===== config.mk =====
export PLATFORM = sky130hd
export DESIGN_NAME = zynq_top
export DESIGN_NICKNAME = d
export VERILOG_FILES = /design/src/zynq_pkg.sv /design/src/pl_ctrl_if.sv /design/src/addr_remap.sv /design/src/csr_bank.sv /design/src/mem_profiler.sv /design/src/zynq_top.sv
export SDC_FILE = /design/constraint.sdc
export NUM_CORES = 1
export LEC_CHECK = 0
export BUFFER_PORTS_ARGS = -buffer_cell sky130_fd_sc_hd__buf_2
export CORE_MARGIN = 8
export CORE_UTILIZATION = 40
export DETAILED_ROUTE_END_ITERATION = 16
export PLACE_DENSITY = 0.61
export REMOVE_ABC_BUFFERS = 1
export SKIP_LAST_GASP = 1
export SYNTH_ARGS = -nofsm -noshare
export SYNTH_HDL_FRONTEND = slang
export SYNTH_SLANG_ARGS = --single-unit

===== constraint.sdc =====
create_clock -name clk_i -period 3.6 [get_ports clk_i]
set_input_delay 0.9 -clock clk_i [delete_from_list [all_inputs] [get_ports clk_i]]
set_output_delay 0.9 -clock clk_i [all_outputs]
set_load 0.01 [all_outputs]

===== src/zynq_pkg.sv =====
`default_nettype none

package zynq_pkg;

   ////////////////////////////////////////
   // widths
   ////////////////////////////////////////

   // register data and core addresses share one width
   localparam int host_data_width = 32;

   // the host window drops the top two address bits
   localparam int host_win_width = 30;

   typedef logic [host_data_width-1:0] core_addr_t;

   ////////////////////////////////////////
   // translation constants
   ////////////////////////////////////////

   // core DRAM starts here, remap strips it before adding the host base
   localparam core_addr_t bp_dram_base = 32'h8000_0000;

   // one profiler bit per 8 MB region of the core address
   localparam int prof_regions = 128;
   localparam int prof_msb = 29;
   localparam int prof_lsb = 23;

   ////////////////////////////////////////
   // host register map
   ////////////////////////////////////////

   typedef enum logic [2:0] {
      CSR_SYS_RESETN = 3'd0,
      CSR_DRAM_BASE  = 3'd1,
      // profiler words, lowest first, read only
      CSR_PROF_0     = 3'd2,
      CSR_PROF_1     = 3'd3,
      CSR_PROF_2     = 3'd4,
      CSR_PROF_3     = 3'd5
   } csr_addr_e;

endpackage

`default_nettype wire


===== src/pl_ctrl_if.sv =====
`timescale 1ns/1ns
`default_nettype none

interface pl_ctrl_if;

   // core held in reset, from the run bit
   logic core_reset;

   // host DRAM base for the remap adder
   logic [zynq_pkg::host_data_width-1:0] dram_base;

   // sticky region bitmap
   logic [zynq_pkg::prof_regions-1:0] profile;

   // one strobe per DRAM request with its region
   logic dram_acc_v;
   logic [zynq_pkg::prof_msb-zynq_pkg::prof_lsb:0] dram_acc_region;

   modport csr (
      output core_reset, dram_base,
      input  profile
   );

   modport remap (
      input  dram_base,
      output dram_acc_v, dram_acc_region
   );

   modport prof (
      input  core_reset, dram_acc_v, dram_acc_region,
      output profile
   );

endinterface

`default_nettype wire


===== src/addr_remap.sv =====
`timescale 1ns/1ns
`default_nettype none

module addr_remap (
   input  wire logic                                clk_i,
   input  wire logic                                reset_i,
   input  wire logic                                host_v_i,
   input  wire logic [zynq_pkg::host_win_width-1:0] host_addr_i,
   output logic                                     core_v_o,
   output zynq_pkg::core_addr_t                     core_addr_o,
   input  wire logic                                dram_v_i,
   input  wire logic                                dram_we_i,
   input  wire zynq_pkg::core_addr_t                dram_addr_i,
   output logic                                     mem_v_o,
   output logic                                     mem_we_o,
   output zynq_pkg::core_addr_t                     mem_addr_o,
   pl_ctrl_if.remap                                 ctrl
);

   zynq_pkg::core_addr_t core_addr_n;
   zynq_pkg::core_addr_t mem_addr_n;
   logic                 core_v_r;
   zynq_pkg::core_addr_t core_addr_r;
   logic                 mem_v_r;
   logic                 mem_we_r;
   zynq_pkg::core_addr_t mem_addr_r;

   ////////////////////////////////////////
   // host window to core space
   ////////////////////////////////////////

   // window 0x0000_0000 lands on core DRAM at 0x8000_0000,
   // window 0x2000_0000 lands on core local space at 0x0
   assign core_addr_n = {~host_addr_i[29], 3'b000, host_addr_i[27:0]};

   ////////////////////////////////////////
   // core DRAM to host DRAM
   ////////////////////////////////////////

   // xor strips the core DRAM base, then offset into the host buffer
   assign mem_addr_n = (dram_addr_i ^ zynq_pkg::bp_dram_base) + ctrl.dram_base;

   always_ff @(posedge clk_i) begin
      if (reset_i) begin
         core_v_r <= 1'b0;
         mem_v_r  <= 1'b0;
      end else begin
         core_v_r <= host_v_i;
         mem_v_r  <= dram_v_i;
      end
   end

   always_ff @(posedge clk_i) begin
      if (host_v_i) begin
         core_addr_r <= core_addr_n;
      end
      if (dram_v_i) begin
         mem_we_r   <= dram_we_i;
         mem_addr_r <= mem_addr_n;
      end
   end

   assign core_v_o    = core_v_r;
   assign core_addr_o = core_addr_r;
   assign mem_v_o     = mem_v_r;
   assign mem_we_o    = mem_we_r;
   assign mem_addr_o  = mem_addr_r;

   // profiler sees the core address, before the remap
   assign ctrl.dram_acc_v      = dram_v_i;
   assign ctrl.dram_acc_region = dram_addr_i[zynq_pkg::prof_msb:zynq_pkg::prof_lsb];

endmodule

`default_nettype wire


===== src/csr_bank.sv =====
`timescale 1ns/1ns
`default_nettype none

module csr_bank #(
   parameter int csr_addr_width_p = 3
) (
   input  wire logic                                 clk_i,
   input  wire logic                                 reset_i,
   input  wire logic                                 csr_wr_v_i,
   input  wire logic                                 csr_rd_v_i,
   input  wire logic [csr_addr_width_p-1:0]          csr_addr_i,
   input  wire logic [zynq_pkg::host_data_width-1:0] csr_wdata_i,
   output logic                                      csr_rdata_v_o,
   output logic [zynq_pkg::host_data_width-1:0]      csr_rdata_o,
   output logic                                      core_reset_o,
   pl_ctrl_if.csr                                    ctrl
);

   localparam int dw_lp = zynq_pkg::host_data_width;

   logic [dw_lp-1:0] sys_resetn_r;
   logic [dw_lp-1:0] dram_base_r;
   logic [dw_lp-1:0] rdata_n;
   logic [dw_lp-1:0] rdata_r;
   logic             rdata_v_r;

   ////////////////////////////////////////
   // writable registers
   ////////////////////////////////////////

   // profiler words and unmapped addresses fall through untouched
   always_ff @(posedge clk_i) begin
      if (reset_i) begin
         sys_resetn_r <= '0;
         dram_base_r  <= '0;
      end else if (csr_wr_v_i) begin
         case (csr_addr_i)
            csr_addr_width_p'(zynq_pkg::CSR_SYS_RESETN): sys_resetn_r <= csr_wdata_i;
            csr_addr_width_p'(zynq_pkg::CSR_DRAM_BASE):  dram_base_r  <= csr_wdata_i;
            default: ;
         endcase
      end
   end

   // run bit is active low, core sits in reset until the host sets it
   assign core_reset_o    = ~sys_resetn_r[0];
   assign ctrl.core_reset = ~sys_resetn_r[0];
   assign ctrl.dram_base  = dram_base_r;

   ////////////////////////////////////////
   // read path
   ////////////////////////////////////////

   always_comb begin
      case (csr_addr_i)
         csr_addr_width_p'(zynq_pkg::CSR_SYS_RESETN): rdata_n = sys_resetn_r;
         csr_addr_width_p'(zynq_pkg::CSR_DRAM_BASE):  rdata_n = dram_base_r;
         csr_addr_width_p'(zynq_pkg::CSR_PROF_0):     rdata_n = ctrl.profile[0*dw_lp +: dw_lp];
         csr_addr_width_p'(zynq_pkg::CSR_PROF_1):     rdata_n = ctrl.profile[1*dw_lp +: dw_lp];
         csr_addr_width_p'(zynq_pkg::CSR_PROF_2):     rdata_n = ctrl.profile[2*dw_lp +: dw_lp];
         csr_addr_width_p'(zynq_pkg::CSR_PROF_3):     rdata_n = ctrl.profile[3*dw_lp +: dw_lp];
         default:                                     rdata_n = '0;
      endcase
   end

   // one read per cycle, each answered exactly one cycle later
   always_ff @(posedge clk_i) begin
      if (reset_i) begin
         rdata_v_r <= 1'b0;
      end else begin
         rdata_v_r <= csr_rd_v_i;
      end
   end

   always_ff @(posedge clk_i) begin
      if (csr_rd_v_i) begin
         rdata_r <= rdata_n;
      end
   end

   assign csr_rdata_v_o = rdata_v_r;
   assign csr_rdata_o   = rdata_r;

endmodule

`default_nettype wire


===== src/mem_profiler.sv =====
`timescale 1ns/1ns
`default_nettype none

module mem_profiler (
   input  wire logic clk_i,
   input  wire logic reset_i,
   pl_ctrl_if.prof   ctrl
);

   logic [zynq_pkg::prof_regions-1:0] hit_onehot;
   logic [zynq_pkg::prof_regions-1:0] profile_r;

   // decode the region of this cycle's request, nothing when idle
   always_comb begin
      hit_onehot = '0;
      if (ctrl.dram_acc_v) begin
         hit_onehot[ctrl.dram_acc_region] = 1'b1;
      end
   end

   ////////////////////////////////////////
   // sticky bitmap
   ////////////////////////////////////////

   // a held core clears the map and ignores traffic
   always_ff @(posedge clk_i) begin
      if (reset_i || ctrl.core_reset) begin
         profile_r <= '0;
      end else begin
         profile_r <= profile_r | hit_onehot;
      end
   end

   assign ctrl.profile = profile_r;

endmodule

`default_nettype wire


===== src/zynq_top.sv =====
`timescale 1ns/1ns
`default_nettype none

module zynq_top #(
   parameter int csr_addr_width_p = 3
) (
   input  wire logic                                 clk_i,
   input  wire logic                                 reset_i,

   // host register access
   input  wire logic                                 csr_wr_v_i,
   input  wire logic                                 csr_rd_v_i,
   input  wire logic [csr_addr_width_p-1:0]          csr_addr_i,
   input  wire logic [zynq_pkg::host_data_width-1:0] csr_wdata_i,
   output logic                                      csr_rdata_v_o,
   output logic [zynq_pkg::host_data_width-1:0]      csr_rdata_o,

   // host window into the core
   input  wire logic                                 host_v_i,
   input  wire logic [zynq_pkg::host_win_width-1:0]  host_addr_i,
   output logic                                      core_v_o,
   output zynq_pkg::core_addr_t                      core_addr_o,

   // core DRAM requests out to host memory
   input  wire logic                                 dram_v_i,
   input  wire logic                                 dram_we_i,
   input  wire zynq_pkg::core_addr_t                 dram_addr_i,
   output logic                                      mem_v_o,
   output logic                                      mem_we_o,
   output zynq_pkg::core_addr_t                      mem_addr_o,

   output logic                                      core_reset_o
);

   pl_ctrl_if ctrl ();

   ////////////////////////////////////////
   // blocks
   ////////////////////////////////////////

   csr_bank #(
      .csr_addr_width_p(csr_addr_width_p)
   ) csr (
      .clk_i        (clk_i),
      .reset_i      (reset_i),
      .csr_wr_v_i   (csr_wr_v_i),
      .csr_rd_v_i   (csr_rd_v_i),
      .csr_addr_i   (csr_addr_i),
      .csr_wdata_i  (csr_wdata_i),
      .csr_rdata_v_o(csr_rdata_v_o),
      .csr_rdata_o  (csr_rdata_o),
      .core_reset_o (core_reset_o),
      .ctrl         (ctrl.csr)
   );

   addr_remap remap (
      .clk_i      (clk_i),
      .reset_i    (reset_i),
      .host_v_i   (host_v_i),
      .host_addr_i(host_addr_i),
      .core_v_o   (core_v_o),
      .core_addr_o(core_addr_o),
      .dram_v_i   (dram_v_i),
      .dram_we_i  (dram_we_i),
      .dram_addr_i(dram_addr_i),
      .mem_v_o    (mem_v_o),
      .mem_we_o   (mem_we_o),
      .mem_addr_o (mem_addr_o),
      .ctrl       (ctrl.remap)
   );

   mem_profiler prof (
      .clk_i  (clk_i),
      .reset_i(reset_i),
      .ctrl   (ctrl.prof)
   );

endmodule

`default_nettype wire

# [Word level (Yosys, flattened, before mapping)]
# Index checks and enable logic that the tools add are counted.
[word_totals] latchBits=0 memories=0 reg_bits=289 ram_bits=0 rom_bits=0
[classes] add_sub_neg=1 shifts=0 n_mux=4 div=0 n_bitwise=4 reduce_logical=5 order_cmp=2 eq_ne=5 mul=0
[op_table] op="one-hot mux 32 bit (6 select lines)" n=1
[op_table] op="2-to-1 mux 128 bit" n=1
[op_table] op="bitwise OR 128 bit" n=1
[op_table] op="adder 32 bit" n=1
[op_table] op="< comparator 7 x 8 -> 1 bit, second input constant" n=1
[op_table] op="demux 1 bit (select 7 bit)" n=1
[op_table] op="greater-or-equal comparator 7 x 1 -> 1 bit, second input constant" n=1
[op_table] op="== test 3 x 2 -> 1 bit, second input constant" n=2
[op_table] op="== test 3 bit, second input constant" n=2
[op_table] op="AND reduction 2 bit" n=2
[op_table] op="== test 3 x 1 -> 1 bit, second input constant" n=1
[op_table] op="logical NOT 3 bit" n=1
[op_table] op="inverter 1 bit" n=3
[op_table] op="logical AND 1 bit" n=1
[op_table] op="logical OR 1 bit" n=1
[op_table] op="2-to-1 mux 1 bit" n=1

# [Longest topological paths before layout]
# Gate-level depths: netlist of run 1.
[logic_depth] word_depth=6 ltp_mapped=9 mapped_depth_nobuf=9

# [Cells and area by module]
# A second synthesis of run 1 with hierarchy kept.
[unflattened] hier_cells=1340 hier_area_um2=13265.2
[modules_own_cells] module="csr_bank" seq_area_each_um2=2262.2 area_per_inst_um2=4974.8 n_inst=1 cells_each=536
[modules_own_cells] module="mem_profiler" seq_area_each_um2=2562.5 area_per_inst_um2=4294.1 n_inst=1 cells_each=453
[modules_own_cells] module="addr_remap" seq_area_each_um2=1901.8 area_per_inst_um2=3996.3 n_inst=1 cells_each=351

# [Least setup slack after synthesis of run 1]
# No wires, ideal clock.
[synth_timing] path_type="input-to-reg" startpoint="input dram_addr_i[0]" endpoint="register remap.mem_addr_r[26], in the netlist remap.mem_addr_o[26] (data pin)" arrival_ps=2543 path_buffers=0 path_slack_ps=799 path_stages=9 setup_time_ps=258 required_time_ps=3342 cell_sequence="ha_1 > fa_1 > a21oi_1 > o211ai_1 > nand4_1 > a21oi_1 > o21bai_2 > a21boi_0 > o221a_2"
[synth_via] elab_chain_len=1
[synth_lines] element="start, declared" line="zynq_top.sv:27" source="input wire zynq_pkg::core_addr_t dram_addr_i,"
[synth_lines] element="adder 32 bit" line="addr_remap.sv:41" source="assign mem_addr_n = (dram_addr_i ^ zynq_pkg::bp_dram_base) + ctrl.dram_base;"
[synth_lines] element="net remap.mem_addr_n[26]" line="addr_remap.sv:21" source="zynq_pkg::core_addr_t mem_addr_n;"
[synth_lines] element="end signal, assigned" line="addr_remap.sv:59" source="mem_addr_r <= mem_addr_n;"
[synth_lines] element="end, declared" line="addr_remap.sv:26" source="zynq_pkg::core_addr_t mem_addr_r;"
# The timed path passes the listed nets, and every way through them passes these cells.
# A chain may end at the register's enable or synchronous reset.

# [Worst setup path in the final report of run 1]
# Same ends and word-level chain as after synthesis.

==> results of run 1 <==
## per-layer routing
layer | up-vias | routed length (um) | global-route usage (%)
li1 | 4766 | - | -
met1 | 4704 | 15500 | 25.5
met2 | 368 | 15900 | 31.0
met3 | 65 | 2760 | 4.12
met4 | 12 | 777 | 4.91
met5 | - | 70 | 0
## worst paths after layout
check,startpoint,endpoint,cells after the start
min reg2reg,csr.sys_resetn_r[16],csr.sys_resetn_r[16],2
max reg2reg,csr.ctrl.dram_base[0],remap.mem_addr_o[26],9
min,csr.sys_resetn_r[16],csr.sys_resetn_r[16],2
max,dram_addr_i[0],remap.mem_addr_o[26],10
## critical path, delay by kind of cell
family	cells	cell delay [ps]
simple gates	1	160
compound gates	6	1240
buf+inv	1	100
fa+ha+maj	2	640
## placed cells by master, fill, tap and decap left out, types with 9 or more instances in the layout
cell and count:
a31oi_1 9, dfxtp_1 195, nor2_1 160, xor2_1 12, xnor2_1 14, edfxtp_1 94
buf_4 31, inv_1 9, a21o_1 13, nand3_1 41, nand2b_1 11, a22oi_1 96
clkbuf_16 31, buf_2 200, o21ai_0 16, a21oi_1 215, nor3_1 14, nand2_1 153
ha_1 31
## metrics by stage
| stage | hold WS [ps] | util (%) | instance area (sq um) | setup TNS [ps] |
|---|---|---|---|---|
| 2_1_floorplan | 431 | - | 11500 | -17120 |
| 3_3_place_gp | 445 | 45.3 | 13300 | 0 |
| 3_5_place_dp | 451 | 45.3 | 13300 | 0 |
| 4_1_cts | 459 | 48.9 | 14300 | 0 |
| 5_1_grt | 473 | 48.9 | 14400 | 0 |
| 6_report | 455 | 49.0 | 14400 | 0 |
## state kept, by name (all words and copies together) (netlist names)
signal,count
remap.core_addr_o,29
csr.sys_resetn_r,32
csr.csr_rdata_o,32
remap.mem_we_o,1
remap.core_v_o,1
prof.ctrl.profile,128
remap.mem_addr_o,32
csr.csr_rdata_v_o,1
remap.mem_v_o,1
csr.ctrl.dram_base,32
## layout make-up
class	instances	area share, %
sequential	289	46.9
multi-input combinational	858	33.3
timing repair buffer	233	8.87
clock buffer	36	5.67
tap	390	3.40
clock inverter	17	1.66
inverter	9	0.235
antenna	2	0.0349
## cell families after synthesis
logic type      Yosys count  synth area share [%]
buf+inv                  85                  2.90
xor+xnor                 26                  1.93
flops                   289                  57.0
other cells               1                0.0318
fa+ha+maj                32                  3.46
simple gates            419                  15.3
compound gates          378                  19.4
## power by group
| group | internal, W | total (W) | switching, W |
|---|---|---|---|
| registers | 0.00346 | 0.00349 | 0.0000307 |
| clock network | 0.00203 | 0.00329 | 0.00126 |
| logic | 0.000182 | 0.000511 | 0.000330 |
| total | 0.00567 | 0.00729 | 0.00162 |
## synthesized netlist by cell type (all sizes together), types with 6 or more instances
cell	number	area share [%]
a22oi	96	6.1
xor2	12	0.89
clkbuf	68	2.2
buf	8	0.46
nand2	154	4.9
nor2	160	5.1
a21oi	217	9.3
ha	31	3.3
nor3	17	0.81
nand2b	12	0.64
nor2b	6	0.32
nand4	6	0.37
dfxtp	195	33
edfxtp	94	24
a21o	13	0.83
xnor2	14	1.0
inv	9	0.29
nand3	42	1.8
o21ai	17	0.72
a31oi	9	0.48
==> metrics.md, run 1 <==
| Metric | Value |
|---|---|
| Status | finished, final reports clean |
| Hold_buf cts | 0 |
| Place WS | 305 ps |
| Residual DRC | 0 |
| Clock Latency Late Sink | 530 ps |
| Mapped cell area | 0.0118 sq mm |
| Clk buf depth | 3 |
| Worst path max stage delay | 420 ps |
| Worst slew pin tran | 1140 ps |
| Dominant synthesized flop cell | dfxtp_1 |
| DR vias/cell | 5.41 |
| Site Rows | 63 |
| WL final | 35,100 um |
| DR pass1 iterations | 5 |
| Final antenna-violating net count | 0 |
| DRT iter0 DRCs | just over 900 |
| Max Cap Viol | 0 |
| Layout Cells excl Fill | 1,834 |
| Routed via count | between 9,000 and 10,000 |
| Core area | just under 0.03 sq mm |
| CTS tree | done |
| Post-DP HPWL | 23,800 um |
| Crit-path cells | buf_2, ha_1, fa_1, a21oi_1, o211ai_1, nand4_1, a21oi_1, o21bai_2, a21boi_0, o221a_2 |
| Leak Pwr | 5.47 nW |
| Minimum clock period | 2760 ps |
| Largest net degree at the start of global routing | approximately 90 |
| Pwr Density | ~510 mW/mm^2 |
| Grt total ovfl | 0 |
| DP Cell Count | 1,779 |
| EDFF count, synth | 94 |
| Slowest cell on the critical path | fa_1 |
| Layout cell share with drive strength beyond 1 | 20.7% |
| Filler cells | around 2,800 |
| Worst min-delay path class | reg -> reg |
| GP Congestion | 0.866 |
| Setup-failing EPs final | 0 |
| Setup ws final | 840 ps |
| Endpoint type of the worst setup path | register |
| Rel. slew slack | 23.8% |
| Achievable frequency | 0.362 GHz |
| Kind of critical path | in -> reg |
| Crit path max fanout | 7 |
| Worst vdd rail ir drop | roughly 0.33 mV |
| Fin crit share | 76.7% |
| Design Power | ~0.0073 W |
| Setup Skew | between 10 and 15 ps |
| Most Frequent Cell on Critical Path | a21oi_1 |
| Vias in the first global route | 9,578 |
| Initial core utilization | between 40% and 50% |
| Nets | 1,556 |
| R2R Setup Slk | 960 ps |
| RSZ-0062 raised after global routing | no |
| Max-slew violations | 0 |
| Fin. Hold Viols | 0 |
| Seq/Total Area, Yosys | ~57% |
| Die X | 188 um |
| CTS-repair resized insts | 0 |
| Overall global routing resource usage | 19.1% |
| Clock-pin slew on the worst setup and hold paths | around 60 ps |
| Area grow syn2layout | 21.6% |
| I/O pins | 205 |
| H-Tree Depth | 1 |
| Sequential Area | 0.00673 sq mm |
| First-pass GRT wire length | 54,600 um |
| # Post-CTS Setup Buffers | 0 |
| Synth Instances | about 1,200 |
| Number of CTS-inserted buffers | 29 |
| Avg Inst Size Synth | ~9.6 sq um |
| Area occupied by multi-input gates | ~0.0048 sq mm |
| Clk sink count | 289 |
| DIE AREA | 0.0353 sq mm |
| Initial antenna violation count | 8 |
| Chip height | 188 um |
| Critical path startpoint category | input pin |
| Drt wl/cell | 19.1 um |
| Synth unique cells | 58 |
| Port buffer count | 200 |
| Root Driver | clkbuf_16 |
| Worst Path Required | 3880 ps |
| #FFs+latches synth | 289 |
| Ys async rst share | 0% |
| Synth Warn # | 0 |
| Critical path arrival | 3040 ps |
No activity file was read; power rests on OpenSTA's default activity.
==> inputs of run 2 (changes only) <==
==> constraint.sdc (replaced) <==
create_clock -name clk_i -period 2.6 [get_ports clk_i]
set_input_delay 0.65 -clock clk_i [delete_from_list [all_inputs] [get_ports clk_i]]
set_output_delay 0.65 -clock clk_i [all_outputs]
set_load 0.01 [all_outputs]
==> run 2 against run 1 <==
Against the previous run: wire length up 1.0%; via count increased by 1.2%; sequential power up 38%; non-clock buffer count rose by 76; setup slack worse by 710 ps; flip-flop and latch count stayed put; critical path depth decreased by 1; combinational power rose by 53%; die area did not move; clock power up 31%; count of clock-buffer cells in the layout rose by 10; critical path type is now reg -> reg; critical endpoint unchanged; largest cell class unchanged; largest power group unchanged; highest routed layer unchanged.
==> metrics.md, run 2 (synthesis gave the netlist of run 1 again) <==
| Metric | Value |
|---|---|
| Status | finished, final reports clean |
| Root Driver | clkbuf_16 |
| DIE AREA | between 0.03 and 0.04 sq mm |
| Routed via count | about 10,000 |
| Initial antenna violation count | 6 |
| Bufs and invs on worst path | 0 |
| Post-DP HPWL | 24,700 um |
| Most Frequent Cell on Critical Path | a21oi_2 |
| Kind of critical path | reg -> reg |
| H-Tree Depth | 1 |
| Leak Pwr | a little under 6 nW |
| Worst path max stage delay | 430 ps |
| Crit path max fanout | 6 |
| Largest net degree at the start of global routing | 68 |
| DR vias/cell | 5.25 |
| Residual DRC | 0 |
| Critical path arrival | 2770 ps |
| Crit path max-delay family | compound AO/OA/AOI/OAI gates |
| DRT iter0 DRCs | about 670 |
| Site Rows | 63 |
| Core area | 0.0293 sq mm |
| R2R Setup Slk | 130 ps |
| Fin. Hold Viols | 0 |
| Filler cells | 2,748 |
| Max-slew violations | 0 |
| DR pass1 iterations | 5 |
| I/O pins | approximately 210 |
| Crit-path cells | ha_1, fa_1, a21oi_2, o211ai_1, nand4_1, a21oi_2, o21bai_2, a21boi_0, o221a_2 |
| Design Power | 0.00993 W |
| Minimum clock period | approximately 2500 ps |
| Area grow syn2layout | 26.3% |
| Setup-failing EPs final | 0 |
| Setup Skew | 10.7 ps |
| Worst Path Required | around 2900 ps |
| Die X | 188 um |
| Clock-pin slew on the worst setup and hold paths | 70 ps |
| WP depth | 9 |
| Leading cell type in the layout, fill and taps excluded | a21oi_1 |
| Reg2reg path depth | 9 |
| Rel. slew slack | 28.8% |
| RSZ-0062 raised after global routing | yes |
| First-pass GRT wire length | 54,900 um |
| Number of CTS-inserted buffers | 30 |
| Final instance area | 0.0149 sq mm |
| Overall global routing resource usage | 19.2% |
| Worst vdd rail ir drop | 0.497 mV |
| CP Launch Point | csr.ctrl.dram_base[0] |
| Nets | 1,633 |
| Max Cap Viol | 0 |
| Clock Latency Late Sink | around 550 ps |
| Drt wl/cell | ~19 um |
| Worst slew pin tran | 1060 ps |
| Endpoint type of the worst setup path | register |
| Vias in the first global route | a little under 10,000 |
| Max reg flops | 128 |
| Critical Path End | remap.mem_addr_o[26] |
| Post-Place Cell Area | roughly 0.014 sq mm |
| GP Congestion | ~0.88 |
| R2R Path Start | csr.ctrl.dram_base[0] |
| Critical path startpoint category | register |
| Layout cell share with drive strength beyond 1 | 24.8% |
| Post-route core utilization | 50.8% |
| RR Endpoint | remap.mem_addr_o[26] |
| Most frequent cells in the layout | a21oi_1, buf_2, dfxtp_1 |
| Chip height | between 150 and 200 um |
| Worst min-delay path class | in -> reg |
| Clk buf depth | 3 |
| CTS tree | done |
| Clk sink count | 289 |
| Slowest cell on the critical path | fa_1 |
| Achievable frequency | roughly 0.4 GHz |
| Fin crit share | 94.8% |
| Final antenna-violating net count | 0 |
| WL final | 35,400 um |
| Port buffer count | 200 |
| Initial core utilization | 40.2% |
| Pwr Density | around 670 mW/mm^2 |
| WHS | between 200 and 300 ps |
| Grt total ovfl | 0 |
-- run 2: cell count changes in the layout (fill, tap and decap cells not counted), moves of 2 or more --
| cell | delta |
|---|---|
| a21oi_1 | -2 |
| a21oi_2 | +2 |
| buf_4 | +75 |
| bufinv_16 | -5 |
| clkbuf_1 | +2 |
| clkbuf_8 | +8 |
| clkinv_2 | -3 |
-- run 2: worst register-to-register path, stage by stage, from the launching register on --
cell      delay, ps
dfxtp_1         320
ha_1            200
fa_1            430
a21oi_2         210
o211ai_1        140
nand4_1         190
a21oi_2         100
o21bai_2        260
a21boi_0        140
o221a_2         240
-- run 2: worst min path at each step --
stage	startpoint	to	slack, ps	depth (start not counted)
detailed placement	csr.sys_resetn_r[8]	csr.sys_resetn_r[8]	450	2
global placement	csr.sys_resetn_r[3]	csr.sys_resetn_r[3]	440	2
global route	host_addr_i[4]	remap.core_addr_o[4]	240	1
finish	host_addr_i[4]	remap.core_addr_o[4]	270	1
floorplan	csr.sys_resetn_r[10]	csr.sys_resetn_r[10]	430	2
CTS	host_addr_i[4]	remap.core_addr_o[4]	240	1
-- run 2: stage by stage --
step | TNS, ps | setup slack, ps | instances
3_3_place_gp | -2980 | -410 | 1854
5_1_grt | -13.4 | -13.4 | 1913
4_1_cts | 0 | 6.97 | 1911
6_report | 0 | 134 | 1913
3_5_place_dp | -3250 | -456 | 1854
2_1_floorplan | -145950 | -1280 | 1156
-- run 2: per-layer routing --
metal  vias to the layer above  global-route usage [%]  wire (um)
met5                         -                       0         47
met4                         8                    5.76        835
met3                        56                    4.44       2530
met2                       336                    31.5      16200
met1                      4712                    25.0      15800
li1                       4922                       -          -
-- run 2: cell type report --
cell class                      instances  area, sq um  area share (%)
Clock inverter                         10         82.6           0.554
Timing Repair Buffer                  309         1860            12.5
Inverter                                9         33.8           0.227
Tap cell                              390          488            3.27
Antenna cell                            2         5.00          0.0336
Clock buffer                           46          932            6.26
Sequential cell                       289         6730            45.1
Multi-Input combinational cell        858         4780            32.0
-- run 2: report_power, final --
group | internal (W) | switching (W)
sequential | 0.00479 | 0.0000415
combinational | 0.000311 | 0.000472
clock | 0.00256 | 0.00176
total | 0.00766 | 0.00227
-- run 2: timing repair --
item | in CTS | in global routing
setup buffers | 1 | 0
pin swaps | 1 | 1
resized for setup | 0 | 3
hold buffers | 0 | 0
endpoints found under the hold margin | 0 | 0
setup endpoints to repair | 1 | 6
